**src/include/colseg_defines.svh**
```systemverilog
`ifndef COLSEG_DEFINES_SVH
`define COLSEG_DEFINES_SVH

`define COLSEG_PIX_W    16
`define COLSEG_CH_W     6
`define COLSEG_REG_W    8
`define COLSEG_ADR_W    4

// class A register map
`define REG_A_R         4'd0
`define REG_A_G         4'd1
`define REG_A_B         4'd2
`define REG_A_ERR       4'd3
`define REG_A_VMIN      4'd4
`define REG_A_VMAX      4'd5

// class B register map
`define REG_B_R         4'd6
`define REG_B_G         4'd7
`define REG_B_B         4'd8
`define REG_B_ERR       4'd9
`define REG_B_VMIN      4'd10
`define REG_B_VMAX      4'd11

`define REG_ERODE_MIN   4'd12
`define REG_VIEW        4'd13
`define REG_CLASS_EN    4'd14

`define RST_A_R         8'h3E   // red reference
`define RST_A_G         8'h00
`define RST_A_B         8'h00
`define RST_A_ERR       8'h08
`define RST_A_VMIN      8'h10
`define RST_A_VMAX      8'h3F
`define RST_B_R         8'h00
`define RST_B_G         8'h00
`define RST_B_B         8'h3E   // blue reference
`define RST_B_ERR       8'h08
`define RST_B_VMIN      8'h10
`define RST_B_VMAX      8'h3F
`define RST_ERODE_MIN   8'h01
`define RST_VIEW        8'h00   // raw view
`define RST_CLASS_EN    8'h00   // both classes off

`define COLSEG_LATENCY  4

`endif

```
**src/logic/colseg_pkg.sv**
```systemverilog
`include "colseg_defines.svh"

package colseg_pkg;

    typedef logic [`COLSEG_PIX_W-1:0] pixel_t;   // rgb565
    typedef logic [`COLSEG_CH_W-1:0]  chan_t;    // channel widened to 6 bits
    typedef logic [`COLSEG_REG_W-1:0] reg_t;
    typedef logic [`COLSEG_ADR_W-1:0] reg_addr_t;

    // code 3 is shown as raw
    typedef enum logic [1:0] {
        VIEW_RAW  = 2'd0,
        VIEW_MASK = 2'd1,
        VIEW_KEEP = 2'd2
    } view_e;

    typedef enum logic {
        WB_IDLE,
        WB_ACK
    } wb_state_e;

endpackage

```
**src/logic/color_match.sv**
```systemverilog
`timescale 1ns/1ns

module color_match (
    input  logic               post_clk,
    input  logic               sys_rst_n,
    input  logic               i_vs,
    input  logic               i_de,
    input  colseg_pkg::pixel_t i_pixel,
    input  colseg_pkg::chan_t  i_a_r,
    input  colseg_pkg::chan_t  i_a_g,
    input  colseg_pkg::chan_t  i_a_b,
    input  colseg_pkg::reg_t   i_a_err,
    input  colseg_pkg::reg_t   i_a_vmin,
    input  colseg_pkg::reg_t   i_a_vmax,
    input  colseg_pkg::chan_t  i_b_r,
    input  colseg_pkg::chan_t  i_b_g,
    input  colseg_pkg::chan_t  i_b_b,
    input  colseg_pkg::reg_t   i_b_err,
    input  colseg_pkg::reg_t   i_b_vmin,
    input  colseg_pkg::reg_t   i_b_vmax,
    input  logic [1:0]         i_class_en,
    output logic               o_de,
    output colseg_pkg::pixel_t o_pixel,
    output logic               o_match
);
    import colseg_pkg::*;

    logic   de1;
    pixel_t pix1;
    chan_t  r1;
    chan_t  g1;
    chan_t  b1;
    logic   hit_a;
    logic   hit_b;

    function automatic chan_t chan_diff(input chan_t a, input chan_t b);
        chan_diff = (a > b) ? a - b : b - a;
    endfunction

    // distance per channel plus brightness window on the peak channel
    function automatic logic class_hit(
        input chan_t r,
        input chan_t g,
        input chan_t b,
        input chan_t ref_r,
        input chan_t ref_g,
        input chan_t ref_b,
        input reg_t  err,
        input reg_t  vmin,
        input reg_t  vmax
    );
        chan_t peak;
        peak = (r > g) ? r : g;
        if (b > peak)
            peak = b;
        class_hit = (reg_t'(chan_diff(r, ref_r)) <= err) &&
                    (reg_t'(chan_diff(g, ref_g)) <= err) &&
                    (reg_t'(chan_diff(b, ref_b)) <= err) &&
                    (reg_t'(peak) >= vmin) && (reg_t'(peak) <= vmax);
    endfunction

    always_ff @(posedge post_clk) begin
        r1   <= {i_pixel[15:11], 1'b0};   // 5 bit red to 6
        g1   <= i_pixel[10:5];
        b1   <= {i_pixel[4:0], 1'b0};
        pix1 <= i_pixel;
        o_pixel <= pix1;
    end

    assign hit_a = i_class_en[0] &&
                   class_hit(r1, g1, b1, i_a_r, i_a_g, i_a_b, i_a_err, i_a_vmin, i_a_vmax);
    assign hit_b = i_class_en[1] &&
                   class_hit(r1, g1, b1, i_b_r, i_b_g, i_b_b, i_b_err, i_b_vmin, i_b_vmax);

    always_ff @(posedge post_clk or negedge sys_rst_n) begin
        if (!sys_rst_n) begin
            de1     <= 1'b0;
            o_de    <= 1'b0;
            o_match <= 1'b0;
        end else if (i_vs) begin
            de1     <= 1'b0;
            o_de    <= 1'b0;
            o_match <= 1'b0;
        end else begin
            de1     <= i_de;
            o_de    <= de1;
            o_match <= de1 && (hit_a || hit_b);
        end
    end

endmodule

```
**src/logic/colseg_top.sv**
```systemverilog
`timescale 1ns/1ns

module colseg_top (
    input  logic                  post_clk,
    input  logic                  sys_rst_n,
    input  logic                  i_wb_cyc,
    input  logic                  i_wb_stb,
    input  logic                  i_wb_we,
    input  colseg_pkg::reg_addr_t i_wb_adr,
    input  colseg_pkg::reg_t      i_wb_dat,
    output colseg_pkg::reg_t      o_wb_dat,
    output logic                  o_wb_ack,
    input  logic                  i_vs,
    input  logic                  i_de,
    input  colseg_pkg::pixel_t    i_pixel,
    output logic                  o_de,
    output colseg_pkg::pixel_t    o_pixel
);
    import colseg_pkg::*;

    chan_t      a_r, a_g, a_b, b_r, b_g, b_b;
    reg_t       a_err, a_vmin, a_vmax, b_err, b_vmin, b_vmax;
    reg_t       erode_min;
    view_e      view;
    logic [1:0] class_en;

    logic       cm_de, cm_match, er_de, er_keep;
    pixel_t     cm_pixel, er_pixel;

    sfr_bank u_sfr_bank (
        .post_clk   (post_clk),
        .sys_rst_n  (sys_rst_n),
        .i_wb_cyc   (i_wb_cyc),
        .i_wb_stb   (i_wb_stb),
        .i_wb_we    (i_wb_we),
        .i_wb_adr   (i_wb_adr),
        .i_wb_dat   (i_wb_dat),
        .o_wb_dat   (o_wb_dat),
        .o_wb_ack   (o_wb_ack),
        .o_a_r(a_r), .o_a_g(a_g), .o_a_b(a_b),
        .o_a_err(a_err), .o_a_vmin(a_vmin), .o_a_vmax(a_vmax),
        .o_b_r(b_r), .o_b_g(b_g), .o_b_b(b_b),
        .o_b_err(b_err), .o_b_vmin(b_vmin), .o_b_vmax(b_vmax),
        .o_erode_min(erode_min),
        .o_view     (view),
        .o_class_en (class_en)
    );

    // 2 cycles
    color_match u_color_match (
        .post_clk   (post_clk),
        .sys_rst_n  (sys_rst_n),
        .i_vs       (i_vs),
        .i_de       (i_de),
        .i_pixel    (i_pixel),
        .i_a_r(a_r), .i_a_g(a_g), .i_a_b(a_b),
        .i_a_err(a_err), .i_a_vmin(a_vmin), .i_a_vmax(a_vmax),
        .i_b_r(b_r), .i_b_g(b_g), .i_b_b(b_b),
        .i_b_err(b_err), .i_b_vmin(b_vmin), .i_b_vmax(b_vmax),
        .i_class_en (class_en),
        .o_de       (cm_de),
        .o_pixel    (cm_pixel),
        .o_match    (cm_match)
    );

    mask_erode u_mask_erode (
        .post_clk   (post_clk),
        .sys_rst_n  (sys_rst_n),
        .i_vs       (i_vs),
        .i_de       (cm_de),
        .i_pixel    (cm_pixel),
        .i_match    (cm_match),
        .i_erode_min(erode_min),
        .o_de       (er_de),
        .o_pixel    (er_pixel),
        .o_keep     (er_keep)
    );

    view_mux u_view_mux (
        .post_clk   (post_clk),
        .sys_rst_n  (sys_rst_n),
        .i_vs       (i_vs),
        .i_de       (er_de),
        .i_pixel    (er_pixel),
        .i_keep     (er_keep),
        .i_view     (view),
        .o_de       (o_de),
        .o_pixel    (o_pixel)
    );

endmodule

```
**src/logic/mask_erode.sv**
```systemverilog
`timescale 1ns/1ns

module mask_erode (
    input  logic               post_clk,
    input  logic               sys_rst_n,
    input  logic               i_vs,
    input  logic               i_de,
    input  colseg_pkg::pixel_t i_pixel,
    input  logic               i_match,
    input  colseg_pkg::reg_t   i_erode_min,
    output logic               o_de,
    output colseg_pkg::pixel_t o_pixel,
    output logic               o_keep
);
    import colseg_pkg::*;

    // centre tap is the delayed pixel, the live input is its right neighbour
    pixel_t     c_pixel;
    logic       c_de;
    logic       c_match;
    logic       p_match;
    logic [1:0] hits;

    always_ff @(posedge post_clk or negedge sys_rst_n) begin
        if (!sys_rst_n) begin
            c_de    <= 1'b0;
            c_match <= 1'b0;
            p_match <= 1'b0;
        end else if (i_vs) begin   // blanking wipes the history
            c_de    <= 1'b0;
            c_match <= 1'b0;
            p_match <= 1'b0;
        end else begin
            c_de    <= i_de;
            c_match <= i_de && i_match;   // de folded into the mask bit
            p_match <= c_match;
        end
    end

    always_ff @(posedge post_clk) begin
        c_pixel <= i_pixel;
    end

    assign hits = {1'b0, p_match} + {1'b0, c_match} + {1'b0, i_de && i_match};

    // min of 0 or 1 leaves the mask as it is
    assign o_keep  = c_match && (reg_t'(hits) >= i_erode_min);
    assign o_de    = c_de;
    assign o_pixel = c_pixel;

endmodule

```
**src/logic/sfr_bank.sv**
```systemverilog
`timescale 1ns/1ns
`include "colseg_defines.svh"

module sfr_bank (
    input  logic                  post_clk,
    input  logic                  sys_rst_n,
    input  logic                  i_wb_cyc,
    input  logic                  i_wb_stb,
    input  logic                  i_wb_we,
    input  colseg_pkg::reg_addr_t i_wb_adr,
    input  colseg_pkg::reg_t      i_wb_dat,
    output colseg_pkg::reg_t      o_wb_dat,
    output logic                  o_wb_ack,
    output colseg_pkg::chan_t     o_a_r,
    output colseg_pkg::chan_t     o_a_g,
    output colseg_pkg::chan_t     o_a_b,
    output colseg_pkg::reg_t      o_a_err,
    output colseg_pkg::reg_t      o_a_vmin,
    output colseg_pkg::reg_t      o_a_vmax,
    output colseg_pkg::chan_t     o_b_r,
    output colseg_pkg::chan_t     o_b_g,
    output colseg_pkg::chan_t     o_b_b,
    output colseg_pkg::reg_t      o_b_err,
    output colseg_pkg::reg_t      o_b_vmin,
    output colseg_pkg::reg_t      o_b_vmax,
    output colseg_pkg::reg_t      o_erode_min,
    output colseg_pkg::view_e     o_view,
    output logic [1:0]            o_class_en
);
    import colseg_pkg::*;

    localparam int NUM_REGS = 15;

    wb_state_e wb_state;
    reg_t      regs [NUM_REGS];
    reg_t      rd_dat;
    logic      req;

    function automatic reg_t rst_val(input int idx);
        case (idx)
            `REG_A_R:       rst_val = `RST_A_R;
            `REG_A_G:       rst_val = `RST_A_G;
            `REG_A_B:       rst_val = `RST_A_B;
            `REG_A_ERR:     rst_val = `RST_A_ERR;
            `REG_A_VMIN:    rst_val = `RST_A_VMIN;
            `REG_A_VMAX:    rst_val = `RST_A_VMAX;
            `REG_B_R:       rst_val = `RST_B_R;
            `REG_B_G:       rst_val = `RST_B_G;
            `REG_B_B:       rst_val = `RST_B_B;
            `REG_B_ERR:     rst_val = `RST_B_ERR;
            `REG_B_VMIN:    rst_val = `RST_B_VMIN;
            `REG_B_VMAX:    rst_val = `RST_B_VMAX;
            `REG_ERODE_MIN: rst_val = `RST_ERODE_MIN;
            `REG_VIEW:      rst_val = `RST_VIEW;
            `REG_CLASS_EN:  rst_val = `RST_CLASS_EN;
            default:        rst_val = '0;
        endcase
    endfunction

    assign req = i_wb_cyc && i_wb_stb && (wb_state == WB_IDLE);

    // one ack per strobe, then wait for stb to drop
    always_ff @(posedge post_clk or negedge sys_rst_n) begin
        if (!sys_rst_n) begin
            wb_state <= WB_IDLE;
            o_wb_ack <= 1'b0;
        end else begin
            case (wb_state)
                WB_IDLE: begin
                    if (i_wb_cyc && i_wb_stb) begin
                        wb_state <= WB_ACK;
                        o_wb_ack <= 1'b1;
                    end
                end
                WB_ACK: begin
                    o_wb_ack <= 1'b0;
                    if (!i_wb_stb)
                        wb_state <= WB_IDLE;
                end
            endcase
        end
    end

    always_ff @(posedge post_clk or negedge sys_rst_n) begin
        if (!sys_rst_n) begin
            for (int i = 0; i < NUM_REGS; i++)
                regs[i] <= rst_val(i);
        end else if (req && i_wb_we) begin
            for (int i = 0; i < NUM_REGS; i++) begin
                if (i_wb_adr == reg_addr_t'(i))
                    regs[i] <= i_wb_dat;   // address 15 falls through
            end
        end
    end

    always_comb begin
        rd_dat = '0;
        for (int i = 0; i < NUM_REGS; i++) begin
            if (i_wb_adr == reg_addr_t'(i))
                rd_dat = regs[i];
        end
    end

    always_ff @(posedge post_clk) begin
        if (req && !i_wb_we)
            o_wb_dat <= rd_dat;
    end

    assign o_a_r       = regs[`REG_A_R][`COLSEG_CH_W-1:0];
    assign o_a_g       = regs[`REG_A_G][`COLSEG_CH_W-1:0];
    assign o_a_b       = regs[`REG_A_B][`COLSEG_CH_W-1:0];
    assign o_a_err     = regs[`REG_A_ERR];
    assign o_a_vmin    = regs[`REG_A_VMIN];
    assign o_a_vmax    = regs[`REG_A_VMAX];
    assign o_b_r       = regs[`REG_B_R][`COLSEG_CH_W-1:0];
    assign o_b_g       = regs[`REG_B_G][`COLSEG_CH_W-1:0];
    assign o_b_b       = regs[`REG_B_B][`COLSEG_CH_W-1:0];
    assign o_b_err     = regs[`REG_B_ERR];
    assign o_b_vmin    = regs[`REG_B_VMIN];
    assign o_b_vmax    = regs[`REG_B_VMAX];
    assign o_erode_min = regs[`REG_ERODE_MIN];
    assign o_view      = view_e'(regs[`REG_VIEW][1:0]);
    assign o_class_en  = regs[`REG_CLASS_EN][1:0];   // bit0 class A, bit1 class B

    a_ack_needs_req: assert property (@(posedge post_clk) disable iff (!sys_rst_n)
        $rose(o_wb_ack) |-> $past(i_wb_cyc && i_wb_stb));

endmodule

```
**src/logic/view_mux.sv**
```systemverilog
`timescale 1ns/1ns

module view_mux (
    input  logic               post_clk,
    input  logic               sys_rst_n,
    input  logic               i_vs,
    input  logic               i_de,
    input  colseg_pkg::pixel_t i_pixel,
    input  logic               i_keep,
    input  colseg_pkg::view_e  i_view,
    output logic               o_de,
    output colseg_pkg::pixel_t o_pixel
);
    import colseg_pkg::*;

    pixel_t view_pix;
    logic   live;

    assign live = i_de && !i_vs;

    always_comb begin
        case (i_view)
            VIEW_MASK: view_pix = i_keep ? '1 : '0;   // white on black
            VIEW_KEEP: view_pix = i_keep ? i_pixel : '0;
            default:   view_pix = i_pixel;            // raw, also code 3
        endcase
    end

    always_ff @(posedge post_clk or negedge sys_rst_n) begin
        if (!sys_rst_n) begin
            o_de    <= 1'b0;
            o_pixel <= '0;
        end else begin
            o_de    <= live;
            o_pixel <= live ? view_pix : '0;
        end
    end

    a_vs_blanks_de: assert property (@(posedge post_clk) disable iff (!sys_rst_n)
        i_vs |=> !o_de);

endmodule

```
**config.mk**
```make
export PLATFORM = sky130hd
export DESIGN_NAME = colseg_top
export DESIGN_NICKNAME = d
export VERILOG_FILES = /design/src/logic/colseg_pkg.sv /design/src/logic/color_match.sv /design/src/logic/colseg_top.sv /design/src/logic/mask_erode.sv /design/src/logic/sfr_bank.sv /design/src/logic/view_mux.sv
export VERILOG_INCLUDE_DIRS = /design/src /design/src/include
export SDC_FILE = /design/constraint.sdc
export NUM_CORES = 1
export LEC_CHECK = 0
export BUFFER_PORTS_ARGS = -buffer_cell sky130_fd_sc_hd__buf_2
export CORE_AREA = 2 2 186 188
export CTS_BUF_LIST = sky130_fd_sc_hd__clkbuf_4
export CTS_CLUSTER_DIAMETER = 120
export DETAILED_ROUTE_END_ITERATION = 7
export DIE_AREA = 0 0 188 190
export GPL_TIMING_DRIVEN = 0
export SLEW_MARGIN = 30
export SYNTH_ARGS = -nofsm -noshare
export SYNTH_HDL_FRONTEND = slang
export SYNTH_HIERARCHICAL = 1
export SYNTH_SLANG_ARGS = --single-unit
export TNS_END_PERCENT = 10
```
**constraint.sdc**
```tcl
create_clock -name post_clk -period 5.7 [get_ports post_clk]
set_input_delay 0.57 -clock post_clk [delete_from_list [all_inputs] [get_ports post_clk]]
set_output_delay 0.57 -clock post_clk [all_outputs]
set_load 0.03 [all_outputs]
```
==> impl_metrics.tcl, run 1 <==
set metrics [dict create \
    outcome "finished clean" \
    die_x_um 188 \
    drv_cap 0 \
    worst_hold_path_type "in2reg" \
    drt_wl_total_um 39200 \
    syn_area_mm2 0.0133 \
    crit_top_cell "a21o_1" \
    track_usage 0.222 \
    ys_seq_area_frac 0.366 \
    firstDrtPassIters 5 \
    final_hold_viol_count 0 \
    antenna_found_initial 1 \
    fin_worst_skew_ns 0.0621 \
    worstMarginPinSlew_ns 1.04 \
    portBuffers 57 \
    clk_latency_ns 0.73 \
    gr-total-overflow 0 \
    start_kind "flop" \
    num_rows 68 \
    io_pins 61 \
    cp_data_arrival_time_ns 6.06 \
    synthTopCellsByArea "dfrtp_1, ha_1, mux2_2" \
    postRouteAntennaNets 0 \
    cts_buffer_depth 3 \
    cts_inserted_buffers 52 \
    power.leakage_uw 0.00723 \
    grt_pass1_vias 10100 \
    coreArea_mm2 0.0339 \
    ir_worst_vdd_v 0.000147 \
    drt-initial-drc-count 690 \
    max_stage_delay_ns 0.68 \
    final_area_mm2 0.0152 \
    fmax_mhz 181 \
    crit_type "reg2reg" \
    grt_max_degree 79 \
    setup_violations 0 \
    dieArea_mm2 0.0357 \
    dp_hpwl_um 29600 \
    ys_seq_elements 201 \
    avgSynthCellArea_um2 10.7 \
    grt_pass1_wl_um 59900 \
    tritoncts "done" \
    dr_total_vias 9852 \
    critPathBufInv 2 \
    synth_top_area_frac 0.223 \
    place_congestion 0.918 \
    synth_top_area_cell "dfrtp_1" \
    wire_per_inst_um 20.9 \
    drive_gt1_frac 0.350 \
    cp_max_fo 9 \
    synth_ff_type "dfrtp_1" \
    yosys_warnings 6 \
    postPlaceCellArea_mm2 0.0142 \
    drc 0 \
    final_max_slew_viol_count 0 \
    cp_top_family "compound AO/OA/AOI/OAI gates" \
    clk_pin_slew_ns 0.06 \
    crit_slowest_cell "dfxtp_1" \
    cp.required_ns 6.24 \
    grtUsageMet1 0.286 \
    clockRootBuffer "clkbuf_4" \
    met3_usage 0.0443 \
    final_nets 1558 \
    endpoint_kind "flop" \
    fin_crit_ns 5.52 \
    synth_fp_nets 1423 \
    cp_cell_sequence "ha_1, a21o_1, a21o_1, a211oi_4, or2_1, buf_2, a21oi_1, ha_1, a21o_1, a21o_1, a21o_1, a21oi_2, a31oi_4, buf_12, mux2i_4, ha_1, and4_1, o21a_1, o32ai_1, nand2_1, nor4_4, o2bb2ai_1" \
    ys_types 80 \
    period_share 0.968 \
    finalPower_uw 4360 \
    grt.met2_usage 0.364 \
    fin_util 0.448 \
    htree_num_levels 2 \
    synth_enable_flop_cells 8 \
    rsz0062_at_grt "no" \
    start_util 0.391 \
    slew_headroom 0.288 \
    cts_sinks 201 \
    area_delta_synth_final_pct 14.5 \
    async_reset_ff_frac 0.721 \
    p_per_area_mw_per_mm2 287 \
    busiest_layer "met2" \
    via_per_inst 5.27 \
    die_h_um 190 \
    syn_inst 1239 \
]
-- path summary, 6_finish.rpt --
kind	slack, ns	to	startpoint	depth (start not counted)
max	0.18	u_color_match/o_match	u_color_match/pix1[11]	22
min reg2reg	0.32	u_mask_erode/o_pixel[15]	u_color_match/o_pixel[15]	0
min	0.10	u_mask_erode/p_match	i_vs	2
max reg2reg	0.18	u_color_match/o_match	u_color_match/pix1[11]	22
max in group asynchronous	4.43	u_sfr_bank/o_b_err[3]	sys_rst_n	3
min in group asynchronous	0.41	u_view_mux/o_pixel[1]	sys_rst_n	2
-- kinds of logic (layout without fill, tap and decap cells) --
group / Yosys count / in the layout / synth area share
AOI/OAI and AO/OA: 266 / 266 / 0.141
buffers and inverters: 240 / 415 / 0.103
DFF: 201 / 201 / 0.366
and+or+nand+nor: 190 / 190 / 0.0829
muxes: 171 / 171 / 0.145
adders and majority gates: 149 / 149 / 0.148
xor gates and xnor gates: 22 / 22 / 0.0145
other: 0 / 1 / 0
-- per-stage QoR --
step,setup WS [ns],hold WS (ns),instances,setup TNS (ns)
6_report,0.182,0.103,1870,0
5_1_grt,0.0206,0.0702,1870,0
4_1_cts,0.0585,0.0506,1865,0
3_5_place_dp,-0.515,0.312,1752,-0.515
3_3_place_gp,-0.546,0.310,1751,-0.546
2_1_floorplan,1.18,0.274,1239,0
-- cell type report --
class | count | area (um^2)
diodes | 1 | 2.50
fillers | 3234 | 18800
inverters | 106 | 402
clock inverters | 13 | 81.3
clock buffers | 81 | 608
repair buffers | 81 | 551
multi-input cells | 798 | 7140
well taps | 455 | 569
flip-flops and latches | 201 | 4870
plain buffers | 134 | 966
-- flip-flops by register name, summed over array words and instances (netlist names), 5 cells and up --
register	cells
u_sfr_bank/o_b_vmin	8
u_sfr_bank/regs	24
u_sfr_bank/o_a_vmax	8
u_sfr_bank/o_wb_dat	8
u_sfr_bank/o_b_r	6
u_sfr_bank/o_b_vmax	8
u_sfr_bank/o_a_b	6
u_sfr_bank/o_b_g	6
u_color_match/pix1	10
u_sfr_bank/o_b_b	6
u_sfr_bank/o_erode_min	8
u_color_match/o_pixel	16
u_view_mux/o_pixel	16
u_sfr_bank/o_a_r	6
u_color_match/g1	5
u_sfr_bank/o_a_vmin	8
u_sfr_bank/o_a_err	8
u_mask_erode/o_pixel	16
u_sfr_bank/o_a_g	6
u_sfr_bank/o_b_err	8
-- layout by cell type, fill, tap and decap left out, types with 34 or more instances in the layout --
cell      instances
a21oi_1          51
mux2_2          127
a21o_1           34
dfrtp_1         118
buf_4           111
clkbuf_4         81
buf_2            66
nand2_1          34
nor2_1           45
dfxtp_1          44
o21ai_0          44
inv_1           103
ha_1            136
-- Yosys cell counts (all sizes together), types with 4 or more instances --
cell     instances
xor2            11
buf            123
mux2           129
inv            106
a21oi           52
nand2           40
o22ai           15
mux4             4
a221oi           8
o31a             6
dfstp           27
nand3           10
o32ai            7
nand2b          12
edfxtp           8
a31oi            4
o21a            14
nand4           14
dfrtp          118
nor3            12
and2             5
ha             136
fa              13
nor2b           19
dfxtp           48
a311oi           5
mux2i           38
nor2            58
a21o            52
o31ai            5
a2111oi          4
o21ai           45
a211oi          18
clkbuf          11
xnor2           11
-- metal layers --
metal,share of wire,wire (um)
met4,0.038,1500
met1,0.43,17000
met2,0.46,18200
met5,0,0
met3,0.064,2520
-- power breakdown --
part	internal, uW	switching (uW)	total (uW)	leakage (uW)
logic	657	723	1380	0.00446
registers	1560	125	1690	0.00236
clock network	689	606	1290	0.000412
-- what timing repair did --
| item | 4_1_cts | 5_1_grt |
|---|---|---|
| hold endpoints to repair | 86 | 0 |
| buffers inserted | 2 | 4 |
| hold buffers | 17 | 0 |
| setup endpoints to repair | 1 | 1 |
| gates resized for setup | 13 | 8 |
Note: power is estimated with default switching activity, not from simulation.
==> run 2: changes to the inputs <==
- REMOVE_ABC_BUFFERS: unset -> 1
==> impl_metrics.tcl, run 2 (synthesis results as in run 1) <==
set metrics [dict create \
    final_nets 1423 \
    final_common_cell "ha_1" \
    multiInputGateArea_mm2 0.00714 \
    drt-initial-drc-count 603 \
    clk_pin_slew_ns 0.07 \
    drive_gt1_frac 0.290 \
    firstDrtPassIters 5 \
    top_register "u_sfr_bank/regs" \
    rrSetupSlack_ns 0.24 \
    fin_tns_setup_ns 0 \
    setup_violations 0 \
    ir_worst_vdd_v 0.000149 \
    crit_end "u_color_match/o_match" \
    fmax_mhz 183 \
    rsz0062_at_grt "no" \
    cp.required_ns 6.30 \
    startpoint "u_color_match/g1[2]" \
    cts_sinks 201 \
    cts_buffer_depth 3 \
    final_cell_mix "ha_1, mux2_2, dfrtp_1" \
    largest_reg_flops 24 \
    hold_ws_ns 0.0716 \
    final_hold_viol_count 0 \
    clk_latency_ns 0.73 \
    fin_worst_skew_ns 0.0524 \
    dp_hpwl_um 25300 \
    endpoint_kind "flop" \
    finalPower_uw 4270 \
    dr_total_vias 9346 \
    drc 0 \
    cp_max_fo 5 \
    pre_cts_ws_ns -0.415 \
    finalNonFillerCells 1733 \
    cp_data_arrival_time_ns 6.06 \
    num_rows 68 \
    r2r_end "u_color_match/o_match" \
    power.leakage_uw 0.00660 \
    htree_num_levels 2 \
    wire_per_inst_um 20.3 \
    coreArea_mm2 0.0339 \
    period_share 0.958 \
    crit_type "reg2reg" \
    tritoncts "done" \
    track_usage 0.197 \
    clockRootBuffer "clkbuf_4" \
    grt_max_degree 80 \
    area_delta_synth_final_pct 7.42 \
    io_pins 61 \
    antenna_found_initial 0 \
    worst_hold_path_type "in2reg" \
    dp.cells 1622 \
    fin_crit_ns 5.46 \
    grt_pass1_vias 9410 \
    start_util 0.391 \
    drv_cap 0 \
    worst-r2r-cell-count 22 \
    reg2reg_from "u_color_match/g1[2]" \
    fillCellCount 3255 \
    drt_wl_total_um 35200 \
    postRouteAntennaNets 0 \
    place_congestion 0.900 \
    seqCellArea_mm2 0.00487 \
    p_per_area_mw_per_mm2 299 \
    portBuffers 60 \
    start_kind "flop" \
    die_x_um 188 \
    grt_pass1_wl_um 53900 \
    via_per_inst 5.39 \
    slew_headroom 0.356 \
    dieArea_mm2 0.0357 \
    layout_setup_ws_ns 0.239 \
    cts_inserted_buffers 50 \
    final_max_slew_viol_count 0 \
    worstMarginPinSlew_ns 0.942 \
    outcome "finished clean" \
    antennaDiodeCount 0 \
    die_h_um 190 \
    gr-total-overflow 0 \
]
## run 2: cell types whose count changed in the layout (fill, tap and decap cells not counted), sizes merged
cell | previous run | this run
buf | 187 | 64
clkbuf | 92 | 80
clkinv | 10 | 7
clkinvlp | 2 | 0
inv | 106 | 108
bufinv | 1 | 2
diode | 1 | 0
dlygate4sd3 | 17 | 18
## run 2: critical path, cell delays in order (launching register included)
cell and delay, ns:
dfxtp_2 0.41, inv_1 0.11, ha_1 0.31, a21o_1 0.19
a21o_1 0.20, a211oi_4 0.33, nor3_1 0.11, a21oi_2 0.28
ha_1 0.31, a21o_1 0.16, a21o_1 0.16, a21o_1 0.17
a21oi_1 0.30, a31oi_4 0.07, buf_4 0.16, mux2i_4 0.33
ha_1 0.32, nor2b_1 0.14, o21a_1 0.16, o32ai_1 0.30
nand2_1 0.19, nor4_2 0.39, o2bb2ai_1 0.25
## run 2: routing by layer
| metal | track usage | vias up | wire (um) |
|---|---|---|---|
| li1 | - | 4357 | - |
| met1 | 0.260 | 4592 | 15500 |
| met2 | 0.317 | 312 | 16200 |
| met3 | 0.0367 | 85 | 2130 |
| met4 | 0.0854 | 0 | 1430 |
| met5 | 0 | - | 0 |
## run 2: report_power, final
group          internal, uW  switching, uW
registers              1560            131
clock network           729            609
logic                   558            678
total                  2850           1420
## run 2: what timing repair did
item                                   CTS  global route
hold buffers                            18             0
gates resized for setup                 13             5
pin swaps                                0             0
endpoints found under the hold margin   94             0
setup endpoints to repair                1             1
buffers inserted                         2             0
## run 2: through the flow
stage,utilization,area [um^2]
after floorplan,-,12300
after global placement,0.388,13200
after detailed placement,0.390,13200
after CTS,0.419,14200
after global routing,0.420,14300
final,0.420,14300
## run 2: cell type report
class | instances | share of cell area
Timing Repair Buffer | 82 | 0.0404
Clock buffer | 80 | 0.0421
Inverter | 106 | 0.0279
Tap cell | 455 | 0.0399
Clock inverter | 11 | 0.00746
Sequential cell | 201 | 0.341
Multi-Input combinational cell | 798 | 0.501
## run 2: how the worst min path moves through the flow
stage	depth (start not counted)	slack, ns	start	to
2_1_floorplan	0	0.27	sys_rst_n	u_color_match/de1
3_3_place_gp	0	0.31	u_color_match/o_pixel[0]	u_mask_erode/o_pixel[0]
3_5_place_dp	0	0.31	u_color_match/o_pixel[11]	u_mask_erode/o_pixel[11]
4_1_cts	2	0.003	i_wb_cyc	u_sfr_bank/wb_state
5_1_grt	2	0.04	i_wb_stb	u_sfr_bank/wb_state
6_report	2	0.07	i_vs	u_mask_erode/p_match
==> run 3: changes to the inputs <==
- CORE_AREA: 2 2 186 188 -> 2 2 177 197
- DIE_AREA: 0 0 188 190 -> 0 0 179 199
==> impl_metrics.tcl, run 3 (synthesis results as in run 1) <==
set metrics [dict create \
    outcome "finished clean" \
    drv_cap 0 \
    postRouteAntennaNets 0 \
    cts_buffer_depth 3 \
    ir_worst_vdd_v 0.000160 \
    rsz0062_at_grt "no" \
    p_int_uw 2870 \
    die_h_um 199 \
    period_share 0.939 \
    dieArea_mm2 0.0356 \
    switchingPower_uw 1440 \
    hp-start "i_de" \
    power.combinational.fraction 0.287 \
    postPlaceCellArea_mm2 0.0132 \
    fin_tns_setup_ns 0 \
    area_delta_synth_final_pct 7.61 \
    setup_violations 0 \
    fillCellCount 3278 \
    num_rows 71 \
    final_max_slew_viol_count 0 \
    top_register "u_sfr_bank/regs" \
    dr_total_vias 9370 \
    worst-path-stages 22 \
    final_area_mm2 0.0143 \
    grtUsageMet1 0.260 \
    swShare 0.334 \
    tritoncts "done" \
    grt_pass1_vias 9599 \
    worstHoldPathCells 2 \
    critPathBufInv 2 \
    io_pins 61 \
    cp_max_fo 7 \
    die_x_um 179 \
    drc 0 \
    power.leakage_uw 0.00662 \
    fin_crit_ns 5.35 \
    max_stage_delay_ns 0.45 \
    met3_usage 0.0411 \
    cp_data_arrival_time_ns 5.97 \
    gr-total-overflow 0 \
    drt-initial-drc-count 688 \
    slew_headroom 0.325 \
    cp.required_ns 6.31 \
    clockRootBuffer "clkbuf_4" \
    clkPwrFrac 0.320 \
    start_kind "flop" \
    grt_pass1_wl_um 54800 \
    grt_max_degree 77 \
    reg2reg_from "u_color_match/g1[1]" \
    clk_latency_ns 0.76 \
    worstMarginPinSlew_ns 0.987 \
    layout_setup_ws_ns 0.347 \
    cp_top_family "compound AO/OA/AOI/OAI gates" \
    pre_cts_ws_ns -0.476 \
    drive_gt1_frac 0.293 \
    fmax_mhz 187 \
    place_congestion 0.938 \
    antennaDiodeCount 0 \
    wire_per_inst_um 20.3 \
    fin_util 0.424 \
    start_util 0.394 \
    drt_wl_total_um 35200 \
    power_frac_seq 0.393 \
    htree_num_levels 2 \
    clk_pin_slew_ns 0.06 \
    worst_hold_path_type "in2reg" \
    finalPower_uw 4310 \
    firstDrtPassIters 5 \
    final_hold_viol_count 0 \
    endpoint_kind "flop" \
    cts_inserted_buffers 56 \
    fin_worst_skew_ns 0.0610 \
    final_cell_mix "ha_1, mux2_2, dfrtp_1" \
    via_per_inst 5.42 \
    crit_slowest_cell "dfxtp_2" \
    multiInputGateArea_mm2 0.00714 \
    busiest_layer "met2" \
    seqCellArea_mm2 0.00487 \
    crit_type "reg2reg" \
    final_nets 1429 \
    worst-r2r-cell-count 22 \
    largest_reg_flops 24 \
    portBuffers 60 \
    grt.met2_usage 0.329 \
    track_usage 0.204 \
    startpoint "u_color_match/g1[1]" \
    final_common_cell "ha_1" \
    dp_hpwl_um 25500 \
    antenna_found_initial 0 \
    cts_sinks 201 \
    crit_top_cell "a21o_1" \
    coreArea_mm2 0.0337 \
    p_per_area_mw_per_mm2 302 \
    cp_cell_sequence "inv_1, ha_1, a21o_1, a21o_1, a211oi_4, or2_4, a21oi_2, ha_1, a21o_1, a21o_1, a21o_1, a21oi_2, a31oi_4, buf_12, mux2i_4, ha_1, and4_1, o21a_1, o32ai_1, nand2_1, nor4_2, o2bb2ai_1" \
]
-- run 3: changes by cell type in the layout (fill, tap and decap cells not counted), sizes merged --
| cell | previous run | this run |
|---|---|---|
| buf | 64 | 63 |
| bufinv | 2 | 1 |
| clkbuf | 80 | 88 |
| clkinv | 7 | 15 |
| dlygate4sd3 | 18 | 19 |
| inv | 108 | 106 |
-- run 3: per-layer routing --
metal,share of wire,vias up
li1,-,4377
met1,0.43,4617
met2,0.47,280
met3,0.051,96
met4,0.045,0
met5,0,-
-- run 3: worst paths after layout --
path	end	slack (ns)
worst max-delay path	u_color_match/o_match	0.35
worst min-delay path	u_color_match/de1	0.07
worst max register to register	u_color_match/o_match	0.35
worst min register to register	u_mask_erode/o_pixel[6]	0.32
max in group asynchronous	u_sfr_bank/o_b_err[3]	4.45
min in group asynchronous	u_sfr_bank/o_b_g[4]	0.42
-- run 3: repair_timing --
item                                    in CTS  in global routing
hold buffers                                19                  0
gates cloned                                 0                  0
hold endpoints to repair                    91                  0
gates resized for setup                     12                  7
endpoints found under the setup margin       1                  1
buffers inserted                             1                  1
-- run 3: cell type report --
type                    count  share of cell area
clock buffers              88              0.0463
clock inverters            16             0.00745
inverters                 106              0.0279
multi-input cells         798               0.500
flip-flops and latches    201               0.341
well taps                 438              0.0384
repair buffers             82              0.0391
-- run 3: power by group through the flow --
stage / clock network (uW) / logic, uW / registers (uW)
final: 1380 / 1230 / 1690
after global routing: 1520 / 1370 / 1710
after CTS: 1430 / 1220 / 1690
after detailed placement: 0 / 1170 / 1720
after global placement: 0 / 1120 / 1720
after floorplan: 0 / 847 / 1660
-- run 3: through the flow --
stage | hold WS, ns | std cells
finish | 0.0743 | 1729
global route | 0.0382 | 1729
CTS | 0.00253 | 1728
detailed placement | 0.312 | 1604
global placement | 0.310 | 1603
floorplan | 0.274 | 1105
